$ cat src/hdl/fpu_macros.svh
`ifndef FPU_MACROS_SVH
`define FPU_MACROS_SVH

// Word layout
`define FP_W        32
`define FP_EXP_W    8
`define FP_MANT_W   23
`define FP_BIAS     127

`define FP_OP_W     5
`define FP_FLAGS_W  5             // {NV, DZ, OF, UF, NX}
`define FP_CLASS_W  10

// Flag positions in fflags
`define FP_FLAG_NV  4
`define FP_FLAG_NX  0

`define FP_QNAN     32'h7FC00000  // Canonical quiet NaN

// Opcodes
`define FP_OP_MIN       5'h05
`define FP_OP_MAX       5'h06
`define FP_OP_SGNJ      5'h0B
`define FP_OP_SGNJN     5'h0C
`define FP_OP_SGNJX     5'h0D
`define FP_OP_CVT_W     5'h0E
`define FP_OP_CVT_WU    5'h0F
`define FP_OP_CVT_S_W   5'h10
`define FP_OP_CVT_S_WU  5'h11
`define FP_OP_MV_X_W    5'h12
`define FP_OP_MV_W_X    5'h13
`define FP_OP_CLASS     5'h14
`define FP_OP_EQ        5'h15
`define FP_OP_LT        5'h16
`define FP_OP_LE        5'h17

`endif
$ cat src/hdl/fpu_pkg.sv
`include "fpu_macros.svh"

package fpu_pkg;

    //////////////////////////////////////////////////
    // Single-precision fields

    typedef struct packed {
        logic                  sign;
        logic [`FP_EXP_W-1:0]  exponent;  // Biased
        logic [`FP_MANT_W-1:0] mantissa;  // Without hidden bit
    } fp_fields_t;

    //////////////////////////////////////////////////
    // Operand word, read as a float or as a raw integer

    // Raw view serves int-to-float and the moves
    typedef union packed {
        fp_fields_t       fields;
        logic [`FP_W-1:0] raw;
    } fp_word_u;

endpackage

$ cat src/hdl/fp_unit_top.sv
`timescale 1ns/1ps
`include "fpu_macros.svh"

module fp_unit_top (
    input  logic                    clk,
    input  logic                    rst,
    input  logic                    in_valid,
    output logic                    in_ready,
    input  logic [`FP_OP_W-1:0]     op,
    input  logic [`FP_W-1:0]        a,
    input  logic [`FP_W-1:0]        b,
    output logic                    out_valid,
    input  logic                    out_ready,
    output logic [`FP_W-1:0]        result,
    output logic [`FP_FLAGS_W-1:0]  fflags
);

    // Operand status
    logic                   a_zero;
    logic                   a_inf;
    logic                   a_nan;
    logic                   a_snan;
    logic [`FP_CLASS_W-1:0] a_class;
    logic                   b_zero;
    logic                   b_nan;
    logic                   b_snan;

    // Datapath results
    logic [`FP_W-1:0]       cmp_result;
    logic [`FP_FLAGS_W-1:0] cmp_flags;
    logic [`FP_W-1:0]       cvt_result;
    logic [`FP_FLAGS_W-1:0] cvt_flags;

    fp_classify u_class_a (
        .word       (a),
        .is_zero    (a_zero),
        .is_inf     (a_inf),
        .is_nan     (a_nan),
        .is_snan    (a_snan),
        .class_mask (a_class)
    );

    // Only a is classified for CLASS, b needs no infinity check
    fp_classify u_class_b (
        .word       (b),
        .is_zero    (b_zero),
        .is_inf     (),
        .is_nan     (b_nan),
        .is_snan    (b_snan),
        .class_mask ()
    );

    fp_compare u_compare (
        .op         (op),
        .a          (a),
        .b          (b),
        .a_nan      (a_nan),
        .a_snan     (a_snan),
        .a_zero     (a_zero),
        .b_nan      (b_nan),
        .b_snan     (b_snan),
        .b_zero     (b_zero),
        .cmp_result (cmp_result),
        .cmp_flags  (cmp_flags)
    );

    fp_int_convert u_convert (
        .op         (op),
        .a          (a),
        .a_nan      (a_nan),
        .a_inf      (a_inf),
        .a_zero     (a_zero),
        .cvt_result (cvt_result),
        .cvt_flags  (cvt_flags)
    );

    fp_result_stage u_result (
        .clk          (clk),
        .rst          (rst),
        .in_valid     (in_valid),
        .in_ready     (in_ready),
        .op           (op),
        .a            (a),
        .b            (b),
        .class_mask_a (a_class),
        .cmp_result   (cmp_result),
        .cmp_flags    (cmp_flags),
        .cvt_result   (cvt_result),
        .cvt_flags    (cvt_flags),
        .out_valid    (out_valid),
        .out_ready    (out_ready),
        .result       (result),
        .fflags       (fflags)
    );

endmodule

$ cat src/hdl/fp_result_stage.sv
`timescale 1ns/1ps
`include "fpu_macros.svh"

module fp_result_stage import fpu_pkg::*; (
    input  logic                    clk,
    input  logic                    rst,
    input  logic                    in_valid,
    output logic                    in_ready,
    input  logic [`FP_OP_W-1:0]     op,
    input  fp_word_u                a,
    input  fp_word_u                b,
    input  logic [`FP_CLASS_W-1:0]  class_mask_a,
    input  logic [`FP_W-1:0]        cmp_result,
    input  logic [`FP_FLAGS_W-1:0]  cmp_flags,
    input  logic [`FP_W-1:0]        cvt_result,
    input  logic [`FP_FLAGS_W-1:0]  cvt_flags,
    output logic                    out_valid,
    input  logic                    out_ready,
    output logic [`FP_W-1:0]        result,
    output logic [`FP_FLAGS_W-1:0]  fflags
);

    logic [`FP_W-1:0]       sel_result;
    logic [`FP_FLAGS_W-1:0] sel_flags;
    logic                   accept;

    //////////////////////////////////////////////////
    // Opcode select

    always_comb begin
        sel_result = '0;
        sel_flags  = '0;
        case (op)
            `FP_OP_MIN, `FP_OP_MAX, `FP_OP_EQ, `FP_OP_LT, `FP_OP_LE: begin
                sel_result = cmp_result;
                sel_flags  = cmp_flags;
            end
            `FP_OP_CVT_W, `FP_OP_CVT_WU, `FP_OP_CVT_S_W, `FP_OP_CVT_S_WU: begin
                sel_result = cvt_result;
                sel_flags  = cvt_flags;
            end
            // Sign injection keeps the magnitude of a
            `FP_OP_SGNJ:   sel_result = {b.fields.sign, a.raw[`FP_W-2:0]};
            `FP_OP_SGNJN:  sel_result = {~b.fields.sign, a.raw[`FP_W-2:0]};
            `FP_OP_SGNJX:  sel_result = {a.fields.sign ^ b.fields.sign, a.raw[`FP_W-2:0]};
            `FP_OP_MV_X_W, `FP_OP_MV_W_X: begin
                sel_result = a.raw;                   // Bit pattern unchanged
            end
            `FP_OP_CLASS: begin
                sel_result = {{(`FP_W-`FP_CLASS_W){1'b0}}, class_mask_a};
            end
            default: ;                                // Unknown op gives zero
        endcase
    end

    //////////////////////////////////////////////////
    // Output register with valid/ready

    // Free slot, or the held item leaves this cycle
    assign in_ready = ~out_valid | out_ready;
    assign accept   = in_valid & in_ready;

    always_ff @(posedge clk) begin
        if (rst) begin
            out_valid <= 1'b0;
            result    <= '0;
            fflags    <= '0;
        end else if (accept) begin
            out_valid <= 1'b1;
            result    <= sel_result;
            fflags    <= sel_flags;
        end else if (out_ready) begin
            out_valid <= 1'b0;                        // Drained, nothing new
        end
    end

endmodule

$ cat src/hdl/fp_int_convert.sv
`timescale 1ns/1ps
`include "fpu_macros.svh"

module fp_int_convert import fpu_pkg::*; (
    input  logic [`FP_OP_W-1:0]     op,
    input  fp_word_u                a,
    input  logic                    a_nan,
    input  logic                    a_inf,
    input  logic                    a_zero,
    output logic [`FP_W-1:0]        cvt_result,
    output logic [`FP_FLAGS_W-1:0]  cvt_flags
);

    localparam logic [`FP_EXP_W-1:0] BIAS      = `FP_BIAS;
    localparam logic [`FP_EXP_W-1:0] EXP_S_MAX = `FP_BIAS + 31;  // Exponent of 2^31
    localparam logic [`FP_EXP_W-1:0] EXP_U_MAX = `FP_BIAS + 32;  // Exponent of 2^32

    //////////////////////////////////////////////////
    // Float to integer

    logic                 below_one;
    logic [`FP_EXP_W-1:0] shift_amt;
    logic [55:0]          shifted;     // Integer part in [54:23]
    logic [`FP_W-1:0]     int_part;
    logic                 frac_lost;
    logic                 min_int;

    assign below_one = a.fields.exponent < BIAS;
    assign shift_amt = a.fields.exponent - BIAS;

    // Only used while the exponent is in 0..31
    assign shifted   = {32'b0, 1'b1, a.fields.mantissa} << shift_amt[4:0];
    assign int_part  = shifted[54:23];
    assign frac_lost = |shifted[22:0];

    // -2^31 is the one value at that exponent that fits
    assign min_int = a.fields.sign & (a.fields.exponent == EXP_S_MAX) &
                     (a.fields.mantissa == '0);

    //////////////////////////////////////////////////
    // Integer to float, round to nearest even

    logic             i_sign;
    logic [`FP_W-1:0] i_mag;
    logic [4:0]       lzc;
    logic [`FP_W-1:0] i_norm;
    logic             guard;
    logic             sticky;
    logic             round_up;
    logic [`FP_W-2:0] i_rounded;   // Exponent and mantissa

    assign i_sign = (op == `FP_OP_CVT_S_W) & a.raw[`FP_W-1];
    assign i_mag  = i_sign ? -a.raw : a.raw;

    // Leading zero count; highest set bit wins
    always_comb begin
        lzc = 5'd0;
        for (int i = 0; i < `FP_W; i++) begin
            if (i_mag[i]) lzc = 5'(31 - i);
        end
    end

    assign i_norm   = i_mag << lzc;                 // Leading one at bit 31
    assign guard    = i_norm[7];
    assign sticky   = |i_norm[6:0];
    assign round_up = guard & (sticky | i_norm[8]);  // Ties go to even

    // Mantissa carry ripples into the exponent
    assign i_rounded = {EXP_S_MAX - {3'b0, lzc}, i_norm[30:8]} + {30'b0, round_up};

    //////////////////////////////////////////////////
    // Result and flags

    always_comb begin
        cvt_result = '0;
        cvt_flags  = '0;
        case (op)
            `FP_OP_CVT_W: begin
                if (a_nan) begin
                    cvt_result = 32'h7FFFFFFF;
                    cvt_flags[`FP_FLAG_NV] = 1'b1;
                end else if (min_int) begin
                    cvt_result = 32'h80000000;
                end else if (a_inf || a.fields.exponent >= EXP_S_MAX) begin
                    cvt_result = a.fields.sign ? 32'h80000000 : 32'h7FFFFFFF;
                    cvt_flags[`FP_FLAG_NV] = 1'b1;
                end else if (below_one) begin
                    cvt_flags[`FP_FLAG_NX] = ~a_zero;   // Truncates to 0
                end else begin
                    cvt_result = a.fields.sign ? -int_part : int_part;
                    cvt_flags[`FP_FLAG_NX] = frac_lost;
                end
            end
            `FP_OP_CVT_WU: begin
                if (a_nan) begin
                    cvt_result = 32'hFFFFFFFF;
                    cvt_flags[`FP_FLAG_NV] = 1'b1;
                end else if (a.fields.sign) begin
                    cvt_flags[`FP_FLAG_NV] = ~a_zero;   // -0 converts cleanly
                end else if (a_inf || a.fields.exponent >= EXP_U_MAX) begin
                    cvt_result = 32'hFFFFFFFF;
                    cvt_flags[`FP_FLAG_NV] = 1'b1;
                end else if (below_one) begin
                    cvt_flags[`FP_FLAG_NX] = ~a_zero;
                end else begin
                    cvt_result = int_part;
                    cvt_flags[`FP_FLAG_NX] = frac_lost;
                end
            end
            `FP_OP_CVT_S_W, `FP_OP_CVT_S_WU: begin
                if (i_mag != '0) begin
                    cvt_result = {i_sign, i_rounded};
                    cvt_flags[`FP_FLAG_NX] = guard | sticky;
                end
            end
            default: ;
        endcase
    end

endmodule

$ cat src/hdl/fp_compare.sv
`timescale 1ns/1ps
`include "fpu_macros.svh"

module fp_compare import fpu_pkg::*; (
    input  logic [`FP_OP_W-1:0]     op,
    input  fp_word_u                a,
    input  fp_word_u                b,
    input  logic                    a_nan,
    input  logic                    a_snan,
    input  logic                    a_zero,
    input  logic                    b_nan,
    input  logic                    b_snan,
    input  logic                    b_zero,
    output logic [`FP_W-1:0]        cmp_result,
    output logic [`FP_FLAGS_W-1:0]  cmp_flags
);

    logic             sign_a;
    logic             sign_b;
    logic [`FP_W-2:0] mag_a;
    logic [`FP_W-2:0] mag_b;
    logic             both_zero;
    logic             any_nan;
    logic             any_snan;
    logic             ord_lt;
    logic             eq;
    logic             lt;
    logic             le;

    assign sign_a = a.fields.sign;
    assign sign_b = b.fields.sign;
    assign mag_a  = a.raw[`FP_W-2:0];
    assign mag_b  = b.raw[`FP_W-2:0];

    assign both_zero = a_zero & b_zero;
    assign any_nan   = a_nan | b_nan;
    assign any_snan  = a_snan | b_snan;

    // Sign-magnitude order, -0 below +0
    assign ord_lt = (sign_a != sign_b) ? sign_a :
                    (sign_a ? (mag_a > mag_b) : (mag_a < mag_b));

    // Numeric relations treat the two zeros as equal
    assign eq = ~any_nan & ((a.raw == b.raw) | both_zero);
    assign lt = ~any_nan & ord_lt & ~both_zero;
    assign le = lt | eq;

    always_comb begin
        cmp_result = '0;
        cmp_flags  = '0;
        case (op)
            `FP_OP_EQ: begin
                cmp_result = {{(`FP_W-1){1'b0}}, eq};
                cmp_flags[`FP_FLAG_NV] = any_snan;  // Quiet compare
            end
            `FP_OP_LT: begin
                cmp_result = {{(`FP_W-1){1'b0}}, lt};
                cmp_flags[`FP_FLAG_NV] = any_nan;   // Signaling compare
            end
            `FP_OP_LE: begin
                cmp_result = {{(`FP_W-1){1'b0}}, le};
                cmp_flags[`FP_FLAG_NV] = any_nan;
            end
            `FP_OP_MIN, `FP_OP_MAX: begin
                if (a_nan & b_nan) begin
                    cmp_result = `FP_QNAN;
                end else if (a_nan) begin
                    cmp_result = b.raw;
                end else if (b_nan) begin
                    cmp_result = a.raw;
                end else if (op == `FP_OP_MIN) begin
                    cmp_result = ord_lt ? a.raw : b.raw;
                end else begin
                    cmp_result = ord_lt ? b.raw : a.raw;
                end
                cmp_flags[`FP_FLAG_NV] = any_snan;
            end
            default: ;
        endcase
    end

endmodule

$ cat src/hdl/fp_classify.sv
`timescale 1ns/1ps
`include "fpu_macros.svh"

module fp_classify import fpu_pkg::*; (
    input  fp_word_u                word,
    output logic                    is_zero,
    output logic                    is_inf,
    output logic                    is_nan,
    output logic                    is_snan,
    output logic [`FP_CLASS_W-1:0]  class_mask
);

    logic exp_ones;
    logic exp_zero;
    logic mant_zero;
    logic is_sub;
    logic is_norm;
    logic is_qnan;
    logic neg;

    assign exp_ones  = &word.fields.exponent;
    assign exp_zero  = ~|word.fields.exponent;
    assign mant_zero = ~|word.fields.mantissa;
    assign neg       = word.fields.sign;

    assign is_zero = exp_zero & mant_zero;
    assign is_sub  = exp_zero & ~mant_zero;
    assign is_norm = ~exp_zero & ~exp_ones;
    assign is_inf  = exp_ones & mant_zero;
    assign is_nan  = exp_ones & ~mant_zero;

    // Quiet bit is the mantissa MSB
    assign is_snan = is_nan & ~word.fields.mantissa[`FP_MANT_W-1];
    assign is_qnan = is_nan & word.fields.mantissa[`FP_MANT_W-1];

    // One-hot RISC-V class mask
    assign class_mask[0] = neg & is_inf;
    assign class_mask[1] = neg & is_norm;
    assign class_mask[2] = neg & is_sub;
    assign class_mask[3] = neg & is_zero;
    assign class_mask[4] = ~neg & is_zero;
    assign class_mask[5] = ~neg & is_sub;
    assign class_mask[6] = ~neg & is_norm;
    assign class_mask[7] = ~neg & is_inf;
    assign class_mask[8] = is_snan;           // Sign ignored for NaNs
    assign class_mask[9] = is_qnan;

endmodule

$ cat config.mk
export PLATFORM = sky130hd
export DESIGN_NAME = fp_unit_top
export DESIGN_NICKNAME = d
export VERILOG_FILES = /design/src/hdl/fpu_pkg.sv /design/src/hdl/fp_unit_top.sv /design/src/hdl/fp_result_stage.sv /design/src/hdl/fp_int_convert.sv /design/src/hdl/fp_compare.sv /design/src/hdl/fp_classify.sv
export VERILOG_INCLUDE_DIRS = /design/src /design/src/hdl
export SDC_FILE = /design/constraint.sdc
export NUM_CORES = 1
export LEC_CHECK = 0
export BUFFER_PORTS_ARGS = -buffer_cell sky130_fd_sc_hd__buf_2
export CORE_ASPECT_RATIO = 1.5
export CORE_MARGIN = 2
export CORE_UTILIZATION = 64
export CTS_CLUSTER_SIZE = 8
export DETAILED_ROUTE_END_ITERATION = 10
export GPL_TIMING_DRIVEN = 0
export PLACE_DENSITY = 0.88
export SLEW_MARGIN = 0
export SYNTH_ARGS = -nofsm -noshare
export SYNTH_HDL_FRONTEND = slang
export SYNTH_SLANG_ARGS = --single-unit
export TNS_END_PERCENT = 20
$ cat constraint.sdc
create_clock -name clk -period 9 [get_ports clk]
set_input_delay 0.9 -clock clk [delete_from_list [all_inputs] [get_ports clk]]
set_output_delay 0.9 -clock clk [all_outputs]
set_load 0.005 [all_outputs]
==> metrics.log, run 1 <==
INFO  metric outcome = did not finish
INFO  metric haltStage = global routing (5_1_grt)
INFO  metric toolErrorMsg = [ERROR GRT-0116] Global routing finished with congestion. Check the congestion regions in the DRC Viewer.
INFO  metric post_synth_mux_area_share = 11.0%
INFO  metric synth_top_family_by_area = compound AO/OA/AOI/OAI gates
INFO  metric cts.htree.levels = 2
INFO  metric synth_edf_count = 0
INFO  metric first_global_vias = around 18000
INFO  metric largest_net_degree_at_the_start_of_global_routing = 12
INFO  metric synth_seq_area_share = 5.63%
INFO  metric post_synth_xor_area_fraction = under 10%
INFO  metric synth_async_sr_flop_share = 0%
INFO  metric postSynthCellCount = ~1800
INFO  metric numClockSinks = 35
INFO  metric rows = 62
INFO  metric clock_buffer_count_from_cts = 5
INFO  metric dpl.cell_count = 2194
INFO  metric globalRouteTotalUtil = 67.3%
INFO  metric share_of_the_synthesized_area_in_compound_gates_ao_oa_aoi_oai = 38.2%
INFO  metric synth_simple_gate_area_share = 27.1%
INFO  metric starting_density = 65.3%
INFO  metric cts_buffer_depth = 2
INFO  metric synth_flop_cell = sky130_fd_sc_hd__dfxtp_1
INFO  metric synth_cell_type_count = 114
INFO  metric cts-resized-gates = 0
INFO  metric post_synth_instance_area = ~12000 sq um
INFO  metric root_buffer = sky130_fd_sc_hd__clkbuf_16
INFO  metric synth_fa_ha_area_share = ~4.4%
INFO  metric share_of_the_synthesized_area_in_the_top_cell_type = under 10%
INFO  metric grt_first_pass_wirelength = approximately 110000 um
INFO  metric gpl.final_weighted_congestion = about 1.2
INFO  metric postCtsHoldBufs = 0
INFO  metric port_buffers = 107
INFO  metric placedInstanceArea = 13300 sq um
INFO  metric globalRouteOverflowTotal = 3
INFO  metric post-cts-setup-buffer-count = 0
INFO  metric synth_largest_area_cell = sky130_fd_sc_hd__mux2i_1
INFO  metric floorplan.die.height = approximately 170 um
INFO  metric postSynthRegisterBits = 35
INFO  metric synth.avg_cell_area = ~6.8 sq um
INFO  metric top_cells_by_area_in_the_synthesized_netlist = sky130_fd_sc_hd__mux2i_1, sky130_fd_sc_hd__a21oi_1, sky130_fd_sc_hd__o21ai_0, sky130_fd_sc_hd__dfxtp_1, sky130_fd_sc_hd__nand2_1
INFO  metric yosysWarnings = 0
INFO  metric die_width = 118 um
INFO  metric design.portCount = 112
INFO  metric dp_hpwl = 51200 um
-- through the flow --
step	setup slack, ps	utilization [%]
detailed placement	1050	69.8
CTS	1310	70.5
floorplan	2780	-
global placement	1170	69.8
-- cell usage after synthesis (16+ instances only) --
cell type / n
sky130_fd_sc_hd__dfxtp_1: 35
sky130_fd_sc_hd__o22ai_1: 16
sky130_fd_sc_hd__a211o_1: 18
sky130_fd_sc_hd__o211ai_1: 66
sky130_fd_sc_hd__clkbuf_1: 100
sky130_fd_sc_hd__mux4_2: 22
sky130_fd_sc_hd__buf_2: 26
sky130_fd_sc_hd__o31ai_1: 17
sky130_fd_sc_hd__o221ai_1: 19
sky130_fd_sc_hd__or3_1: 27
sky130_fd_sc_hd__a21o_1: 19
sky130_fd_sc_hd__a221oi_1: 17
sky130_fd_sc_hd__xor2_1: 27
sky130_fd_sc_hd__a211oi_1: 37
sky130_fd_sc_hd__o21ai_0: 142
sky130_fd_sc_hd__nor2_1: 157
sky130_fd_sc_hd__nand4_1: 36
sky130_fd_sc_hd__inv_1: 58
sky130_fd_sc_hd__nor3_1: 52
sky130_fd_sc_hd__nand3_1: 63
sky130_fd_sc_hd__ha_1: 43
sky130_fd_sc_hd__nand2_1: 177
sky130_fd_sc_hd__xnor2_1: 51
sky130_fd_sc_hd__mux2i_1: 77
sky130_fd_sc_hd__a31oi_1: 20
sky130_fd_sc_hd__a21oi_1: 145
sky130_fd_sc_hd__nor4_1: 26
sky130_fd_sc_hd__and2_1: 16
-- cells by family after synthesis --
| family | after synthesis |
|---|---|
| compound gates | 679 |
| xor+xnor | 80 |
| mux | 108 |
| flops | 35 |
| simple gates | 660 |
| fa+ha+maj | 44 |
| other cells | 1 |
| buf+inv | 222 |
-- per-layer routing --
layer / GRT usage, % / overflow
met5: 3.13 / 0
met4: 74.7 / 3
met3: 40.2 / 0
met2: 92.5 / 0
met1: 65.5 / 0
==> run 2, diff against run 1 <==
CORE_ASPECT_RATIO = default   (was 1.5)
CORE_UTILIZATION = 40   (was 64)
CTS_CLUSTER_SIZE = default   (was 8)
PLACE_DENSITY = default   (was 0.88)
PLACE_DENSITY_LB_ADDON = 0.15   (was default)
==> run 2 against run 1 <==
Compared with the run above:
- the run now ends clean
- area after synthesis did not move
- synthesized cell count is the same
==> metrics.log, run 2 <==
INFO  metric post_drt_wl_per_cell = 31.3 um
INFO  metric final_setup_vio_count = 0
INFO  metric grt_setup_unrepaired = false
INFO  metric cp_cell_sequence = buf_2, buf_2, clkinv_1, ha_1, clkbuf_1, buf_1, clkbuf_1, mux4_2, mux2i_1, mux2i_1, mux2i_1, o211ai_1, or2_1, nor4_1, nand4_1, or3_1, or3_1, o21ai_0, xnor2_1, a221oi_1, nor2_1, a21oi_1, nor2_1
INFO  metric worstMarginPinSlew = 1370 ps
INFO  metric share_seq_of_total_power = 12.8%
INFO  metric first_drt_iteration_drcs = 2562
INFO  metric core_region_area = 30600 sq um
INFO  metric cp.arrival = 8350 ps
INFO  metric floorplan.die.height = 180 um
INFO  metric swShare = between 50% and 60%
INFO  metric overall_power = 1.26 mW
INFO  metric dp_hpwl = 58200 um
INFO  metric most_frequent_cells_after_synthesis = sky130_fd_sc_hd__nand2_1, sky130_fd_sc_hd__nor2_1, sky130_fd_sc_hd__a21oi_1
INFO  metric startpoint_type = input pin
INFO  metric grt_first_pass_wirelength = 106000 um
INFO  metric starting_density = about 40%
INFO  metric detail_route.first_pass.iterations = 7
INFO  metric area.growth.synth_to_final = 9.77%
INFO  metric critical_path.top_delay_family = simple AND/OR/NAND/NOR gates
INFO  metric clock_buffer_count_from_cts = 5
INFO  metric postSynthRegisterBits = 35
INFO  metric post_synth_xor_area_fraction = 5.75%
INFO  metric layout.cells.most_common_list = sky130_fd_sc_hd__nand2_1, sky130_fd_sc_hd__nor2_1, sky130_fd_sc_hd__a21oi_1
INFO  metric timing.critical_path.required = 9140 ps
INFO  metric most_frequent_cell_after_synthesis = sky130_fd_sc_hd__nand2_1
INFO  metric route.final.wire_length = 73500 um
INFO  metric root_buffer = sky130_fd_sc_hd__clkbuf_16
INFO  metric power.switching = 0.682 mW
INFO  metric post_synth_mux_area_share = 11.0%
INFO  metric timing.final.max_slew_violations = 0
INFO  metric nNetsFinal = 2061
INFO  metric synth_cell_type_count = 114
INFO  metric rows = between 60 and 70
INFO  metric numClockSinks = 35
INFO  metric share_of_the_synthesized_area_in_compound_gates_ao_oa_aoi_oai = 38.2%
INFO  metric synth_flop_cell = sky130_fd_sc_hd__dfxtp_1
INFO  metric timing.critical_path.fanout_max = 11
INFO  metric comb_power_share = between 70% and 80%
INFO  metric tightest_slew_margin_relative_to_the_limit = 7.63%
INFO  metric cpMostUsedCell = sky130_fd_sc_hd__mux2i_1
INFO  metric setup_slack_of_the_critical_path_after_layout = around 790 ps
INFO  metric timing.fmax = 122 MHz
INFO  metric clkSlewWorstSetupHoldPaths = around 50 ps
INFO  metric largest_net_degree_at_the_start_of_global_routing = 12
INFO  metric synth_top_family_by_area = compound AO/OA/AOI/OAI gates
INFO  metric antenna_found_initial = 3
INFO  metric cts-resized-gates = 0
INFO  metric cts_tree = built
INFO  metric fin_worst_skew = 1.54 ps
INFO  metric timing.final.crit_period = just over 8000 ps
INFO  metric synth_simple_gate_area_share = 27.1%
INFO  metric largest_registers = u_result.result x32, u_result.fflags x2, u_result.out_valid x1
INFO  metric synth.avg_cell_area = 6.81 sq um
INFO  metric drt.antenna.violating_nets = 0
INFO  metric postCtsHoldBufs = 0
INFO  metric cellInternalPower = 0.579 mW
INFO  metric postSynthCellCount = 1829
INFO  metric top_cells_by_area_in_the_synthesized_netlist = sky130_fd_sc_hd__mux2i_1, sky130_fd_sc_hd__a21oi_1, sky130_fd_sc_hd__o21ai_0, sky130_fd_sc_hd__dfxtp_1, sky130_fd_sc_hd__nand2_1
INFO  metric critPathKind = in2reg
INFO  metric p_per_area = 92.2 nW/um^2
INFO  metric worst_path_max_delay_cell = sky130_fd_sc_hd__a221oi_1
INFO  metric registers.top_by_ff_count = u_result.result
INFO  metric drt-vias-per-instance = 7.25
INFO  metric cts.htree.levels = 2
INFO  metric post-cts-setup-buffer-count = 0
INFO  metric timing_hold_violations_final = 0
INFO  metric design.portCount = 112
INFO  metric share_of_the_synthesized_area_in_the_top_cell_type = 6.19%
INFO  metric timing.critical_path.to_type = flip-flop
INFO  metric die_area = 32600 sq um
INFO  metric cap_violations = 0
INFO  metric port_buffers = around 110
INFO  metric timing.critical_path.buf_inv = 6
INFO  metric share_clk_of_total_power = 15.8%
INFO  metric yosysWarnings = 0
INFO  metric first_global_vias = about 16000
INFO  metric slowest_delay = ~560 ps
INFO  metric synth_seq_area_share = 5.63%
INFO  metric die_width = ~180 um
INFO  metric synth_edf_count = 0
INFO  metric gpl.final_weighted_congestion = roughly 1.1
INFO  metric largest_register_ff_count = 32
INFO  metric globalRouteOverflowTotal = 0
INFO  metric cts_buffer_depth = 2
INFO  metric mostFrequentLayoutCell = sky130_fd_sc_hd__nand2_1
INFO  metric hold_path_class = reg2reg
INFO  metric outcome = completed
INFO  metric synth_fa_ha_area_share = roughly 4.4%
INFO  metric final.period_utilization = 91.2%
INFO  metric synth_largest_area_cell = sky130_fd_sc_hd__mux2i_1
INFO  metric globalRouteTotalUtil = around 43%
INFO  metric max-vdd-ir-drop = just over 0.07 mV
INFO  metric detail_route.drc_violations = 0
INFO  metric setup_tns = 0 ps
INFO  metric static-leakage-power = approximately 5.1 nW
INFO  metric routed-via-count = 17000
INFO  metric clock_latency = 270 ps
INFO  metric post_synth_instance_area = 12500 sq um
INFO  metric pre_cts_ws = 707 ps
INFO  metric synth_async_sr_flop_share = 0%
INFO  metric fraction_of_final_layout_cells_with_drive_strength_greater_than_1 = 13.7%
-- run 2: cell counts after synthesis --
No cell type changed its count.
-- run 2: area by class of cell --
cell class / instances / area [sq um]
inverters: 63 / 239
well taps: 396 / 495
repair buffers: 107 / 536
flip-flops and latches: 35 / 701
clock inverters: 2 / 35.0
diodes: 2 / 5.00
clock buffers: 6 / 139
plain buffers: 159 / 754
fillers: 3306 / 16900
multi-input cells: 1574 / 10800
-- run 2: power groups by stage --
stage | combinational, mW | sequential [mW] | clock, mW
floorplan | 0.550 | 0.164 | 0
global placement | 0.849 | 0.165 | 0
detailed placement | 0.846 | 0.165 | 0
CTS | 0.851 | 0.162 | 0.200
global route | 0.934 | 0.162 | 0.207
finish | 0.900 | 0.162 | 0.199
-- run 2: stage by stage --
stage	util (%)	hold slack, ps	instances	instance area [sq um]
after detailed placement	44.1	451	2334	13500
after global routing	44.7	503	2342	13700
after global placement	44.1	445	2334	13500
final	44.7	475	2344	13700
after floorplan	-	453	1831	12500
after CTS	44.7	471	2342	13700
-- run 2: worst reg2reg max path, cell delays in order (launching register included) --
cell	delay, ps
sky130_fd_sc_hd__dfxtp_1	310
sky130_fd_sc_hd__nand2b_1	120
sky130_fd_sc_hd__nand2_1	290
sky130_fd_sc_hd__clkbuf_1	390
sky130_fd_sc_hd__a222oi_1	420
sky130_fd_sc_hd__o221ai_1	390
sky130_fd_sc_hd__a21oi_1	300
sky130_fd_sc_hd__a211oi_1	80
-- run 2: layer usage --
metal,part of all wire [%],GRT usage [%],routed length [um]
met1,38,55.4,28200
met2,42,65.6,30800
met3,12,9.40,8760
met4,7.6,25.3,5620
met5,0.037,0,27
-- run 2: cell families (layout without fill, tap and decap cells) --
group	Yosys count	after routing
flops	35	35
compound gates	679	679
mux	108	108
buf+inv	222	337
fa+ha+maj	44	44
simple gates	660	660
other cells	1	5
xor+xnor	80	80
-- run 2: path summary, 6_finish.rpt --
path	slack (ps)	endpoint	from	cells past startpoint
max	790	u_result.result[29]$_SDFFE_PP0P_	a[23]	23
min	480	u_result.result[4]$_SDFFE_PP0P_	u_result.result[4]$_SDFFE_PP0P_	2
max reg2reg	6560	u_result.result[12]$_SDFFE_PP0P_	u_result.out_valid$_SDFFE_PP0P_	7
min reg2reg	480	u_result.result[4]$_SDFFE_PP0P_	u_result.result[4]$_SDFFE_PP0P_	2
Power figures use the tool's default switching activity.
